## src/design/memStagePkg.sv

```systemverilog
//--------------------
// shared types for the memory stage subsystem
// import with memStagePkg::* in the module header
// opNop and excNone encode as zero, so an all-zero record is a bubble
//--------------------
`default_nettype none

package memStagePkg;

    // data or address word
    typedef logic [31:0] word_t;

    // register number, r0 is never forwarded
    typedef logic [4:0] regAddr_t;

    // operations seen by the memory stage
    typedef enum logic [3:0] {
        opNop = 4'd0,
        opAlu = 4'd1,
        opLw  = 4'd2,
        opLh  = 4'd3,
        opLhu = 4'd4,
        opLb  = 4'd5,
        opLbu = 4'd6,
        opSw  = 4'd7,
        opSh  = 4'd8,
        opSb  = 4'd9
    } memOp_t;

    // address error codes
    typedef enum logic [1:0] {
        excNone = 2'd0,
        excAdEL = 2'd1,
        excAdES = 2'd2
    } excCode_t;

    // instruction record entering M
    typedef struct packed {
        memOp_t   op;
        word_t    pc;
        regAddr_t rtAddr;
        word_t    rtData;
        // effective address for loads and stores
        word_t    aluOut;
        logic     regWEn;
        regAddr_t regWAddr;
        word_t    regWData;
    } mStageIn_t;

    // request to the data memory, addr is word aligned
    typedef struct packed {
        word_t      addr;
        logic       rEn;
        logic       wEn;
        logic [3:0] byteEn;
        word_t      wData;
    } memReq_t;

    // contents of the M-to-W register
    typedef struct packed {
        memOp_t     op;
        word_t      pc;
        logic       regWEn;
        regAddr_t   regWAddr;
        word_t      regWData;
        logic [1:0] offset;
        word_t      memWord;
        excCode_t   exc;
    } wStageRec_t;

    // final writeback
    typedef struct packed {
        word_t    pc;
        logic     regWEn;
        regAddr_t regWAddr;
        word_t    regWData;
        excCode_t exc;
    } wbResult_t;

endpackage

`default_nettype wire

```

## src/design/loadAlign.sv

```systemverilog
//--------------------
// writeback side load alignment
// picks the loaded lane and sign or zero extends it
// combinational, sits after the M-to-W register
//--------------------
`timescale 1ns/1ps
`default_nettype none

module loadAlign import memStagePkg::*; (
    input  wStageRec_t wRec,
    output wbResult_t  wb
);

    logic [15:0] half;
    logic [7:0]  lane;

    assign half = wRec.offset[1] ? wRec.memWord[31:16] : wRec.memWord[15:0];
    assign lane = wRec.memWord[8*wRec.offset +: 8];

    always_comb begin
        wb.pc       = wRec.pc;
        wb.regWAddr = wRec.regWAddr;
        wb.exc      = wRec.exc;
        // an excepting instruction never writes the register file
        wb.regWEn   = wRec.regWEn && (wRec.exc == excNone);
        case (wRec.op)
            opLw:    wb.regWData = wRec.memWord;
            opLh:    wb.regWData = {{16{half[15]}}, half};
            opLhu:   wb.regWData = {16'h0000, half};
            opLb:    wb.regWData = {{24{lane[7]}}, lane};
            opLbu:   wb.regWData = {24'h000000, lane};
            default: wb.regWData = wRec.regWData;
        endcase
    end

endmodule

`default_nettype wire

```

## config.mk

```make
export PLATFORM = sky130hd
export DESIGN_NAME = loadAlign
export DESIGN_NICKNAME = d
export VERILOG_FILES = /design/src/design/memStagePkg.sv /design/src/design/loadAlign.sv
export SDC_FILE = /design/constraint.sdc
export NUM_CORES = 1
export LEC_CHECK = 0
export CORE_AREA = 2 2 71 73
export DETAILED_ROUTE_END_ITERATION = 10
export DIE_AREA = 0 0 73 75
export DONT_BUFFER_PORTS = 1
export PLACE_DENSITY = 0.44
export SYNTH_ARGS = -nofsm -noshare
export SYNTH_HDL_FRONTEND = slang
export SYNTH_SLANG_ARGS = --single-unit
export TNS_END_PERCENT = 10
```

## constraint.sdc

```tcl
create_clock -name vclk -period 2.1
set_clock_uncertainty 0.15 [all_clocks]
set_input_delay 0.42 -clock vclk [all_inputs]
set_output_delay 0.42 -clock vclk [all_outputs]
set_load 0.1 [all_outputs]
```

==> impl_results.rst <==
.. list-table::
   :header-rows: 1

   * - Metric
     - Value
   * - Status
     - finished, violations left
   * - Violations in the final reports
     - setup timing
   * - Arrival time at the worst endpoint
     - 1.56 ns
   * - Crit path kind
     - input pin to output pin
   * - Required time at the endpoint of the critical path
     - 1.53 ns
   * - Share of final-layout standard cells stronger than drive strength 1
     - 53.59%
   * - Highest Clock Rate
     - 468.4 MHz
   * - Post-route ant nets
     - 0
   * - Ratio of total power to cell area
     - 528.7 nW/um^2
   * - Core area
     - 4661 um^2
   * - Die Outline Area
     - 5475 um^2
   * - Min setup slack post-route
     - -0.03486 ns
   * - Fin. Hold Viols
     - 0
   * - Cell variety after synth
     - 34
   * - Antenna Cells
     - 0
   * - All-layer global routing usage
     - 18.10%
   * - Seq_cells
     - 0
   * - Clock buf count
     - 0
   * - Mean instance size in the synthesized netlist
     - 6.999 um^2
   * - Register cell area after layout
     - 0 um^2
   * - Max Transition Viols Final
     - 0
   * - Total Power Consumption
     - 1.191 mW
   * - Ratio of routed vias to standard cells
     - 6.004
   * - Type of the worst min-delay path
     - input pin to output pin
   * - Total instance count after detailed placement
     - 235
   * - Placed wire-length estimate
     - 4698 um
   * - Die width
     - 73 um
   * - Global-route wire length before repair
     - 7907 um
   * - Post-route minimum period
     - 2.135 ns
   * - Area Overhead vs Synth
     - 72.08%
   * - Crit path launch type
     - input pin
   * - Max-capacitance violation count
     - 0
   * - Starting DRC count in detailed routing
     - 47
   * - Vias in the first global route
     - 1,532
   * - Worst setup EP type
     - output pin
   * - FILL cells
     - 418
   * - Pin count of the biggest net entering global routing
     - 25
   * - Setup-failing EPs final
     - 15
   * - Largest voltage drop on the vdd net
     - 240.7 uV
   * - Leak
     - 0.8038 nW
   * - Number of warning messages in the yosys log
     - 0
   * - Postcts setup bufs
     - 0
   * - Crit share post-route
     - 101.7%
   * - Core utilization of the finished layout
     - 48.32%
   * - Antenna violations before repair
     - 0
   * - Pre-CTS setup slack
     - -0.1400 ns
   * - Least-Margin Pin Slew
     - 0.3199 ns
   * - Post-detailed-route DRC marker count
     - 0
   * - Summed instance area of the synthesized netlist
     - 1309 um^2
   * - Final non-filler cell total
     - 235
   * - Sequential cell area fraction in the yosys report
     - 0%
   * - RSZ-0062 raised after global routing
     - yes
   * - Worst rel slew slack
     - 78.06%
   * - Die Y
     - 75 um
   * - Drt pass-1 iters
     - 4
   * - Maximum fanout encountered on the critical timing path
     - 15
   * - Synthesized netlist cell count
     - 187
   * - Number of buffers inserted for hold repair after clock tree synthesis
     - 0
   * - Count of input and output buffers
     - 0
   * - RePlAce Congestion
     - 0.8196
   * - Number of vias in the routed layout
     - 1,411
   * - Wirelength, routed
     - 5395 um
   * - Total number of nets in the final design
     - 293
   * - Top Ports
     - 182
   * - Global route total overflow
     - 0
   * - Count of standard-cell rows
     - 25
   * - Starting Density
     - 28.08%
   * - Post-synthesis net count
     - 297
   * - Routed WL per cell
     - 22.96 um
## cells by family (layout without fill, tap and decap cells)
| kind of cell | count (synthesis) | after routing | share of synthesized area (%) |
|---|---|---|---|
| compound gates | 78 | 78 | 41.87 |
| xor+xnor | 1 | 1 | 0.6693 |
| buf+inv | 53 | 47 | 29.06 |
| mux | 17 | 17 | 13.00 |
| simple gates | 38 | 38 | 15.39 |
## cell usage in the layout (no fill, tap or decap), types with 2 or more instances in the layout
cell type	n
sky130_fd_sc_hd__a22oi_2	7
sky130_fd_sc_hd__o221ai_4	7
sky130_fd_sc_hd__mux2i_1	16
sky130_fd_sc_hd__buf_12	36
sky130_fd_sc_hd__buf_6	3
sky130_fd_sc_hd__a21oi_1	17
sky130_fd_sc_hd__buf_4	7
sky130_fd_sc_hd__a21o_1	2
sky130_fd_sc_hd__nor2_1	28
sky130_fd_sc_hd__a22oi_1	9
sky130_fd_sc_hd__a21oi_4	25
## synth_stat cells, types with 2 or more instances
| cell | count | area (um^2) |
|---|---|---|
| sky130_fd_sc_hd__clkbuf_1 | 3 | 11.26 |
| sky130_fd_sc_hd__buf_4 | 43 | 322.8 |
| sky130_fd_sc_hd__a21oi_1 | 36 | 180.2 |
| sky130_fd_sc_hd__a22oi_1 | 15 | 112.6 |
| sky130_fd_sc_hd__nor2_1 | 28 | 105.1 |
| sky130_fd_sc_hd__a21oi_2 | 6 | 52.55 |
| sky130_fd_sc_hd__nor3b_1 | 2 | 15.01 |
| sky130_fd_sc_hd__buf_6 | 2 | 22.52 |
| sky130_fd_sc_hd__buf_2 | 4 | 20.02 |
| sky130_fd_sc_hd__a21o_1 | 2 | 15.01 |
| sky130_fd_sc_hd__o221ai_1 | 7 | 61.31 |
| sky130_fd_sc_hd__mux2i_1 | 17 | 170.2 |
## critical path: stages
cell	delay, ns
sky130_fd_sc_hd__or3b_4	0.39
sky130_fd_sc_hd__a21boi_4	0.15
sky130_fd_sc_hd__buf_6	0.13
sky130_fd_sc_hd__a22oi_1	0.10
sky130_fd_sc_hd__a21oi_4	0.18
sky130_fd_sc_hd__buf_12	0.19
## path summary, 6_finish.rpt
path | startpoint | to | slack, ns | cells past startpoint
min | wRec[89] | wb[55] | 0.69 | 0
max | wRec[107] | wb[13] | -0.03 | 6
## stage by stage
stage | setup TNS, ns | hold WS, ns | area [um^2]
finish | -0.1927 | 0.6900 | 2252
global route | -1.689 | 0.6902 | 2252
CTS | -0.4162 | 0.6907 | 2227
detailed placement | -1.305 | 0.6907 | 2205
global placement | -0.7937 | 0.6907 | 2205
floorplan | -10.81 | 0.8732 | 1724
## report_power, final
group	internal [mW]	switching, mW	total (mW)
logic	0.433	0.758	1.19
clock network	0	0	0
registers	0	0	0
total	0.433	0.758	1.19
## layout make-up
type / instances / area, um^2 / share of cell area [%]
Multi-Input combinational cell: 134 / 1374 / 61.00
Timing Repair Buffer: 46 / 807.0 / 35.83
Tap cell: 54 / 67.56 / 3.000
Inverter: 1 / 3.754 / 0.1667
## repair_timing
| action | in CTS | in global routing |
|---|---|---|
| gates resized for setup | 6 | 5 |
| endpoints found under the setup margin | 26 | 30 |
| pin swaps | 10 | 0 |
## metal layers
layer	vias to the layer above	part of all wire, %	global-route usage [%]
met1	662	34	20.14
li1	645	-	-
met3	2	11	6.024
met2	102	54	34.63
met5	-	0	0
met4	0	0.69	1.440
No activity file was read; power rests on OpenSTA's default activity.
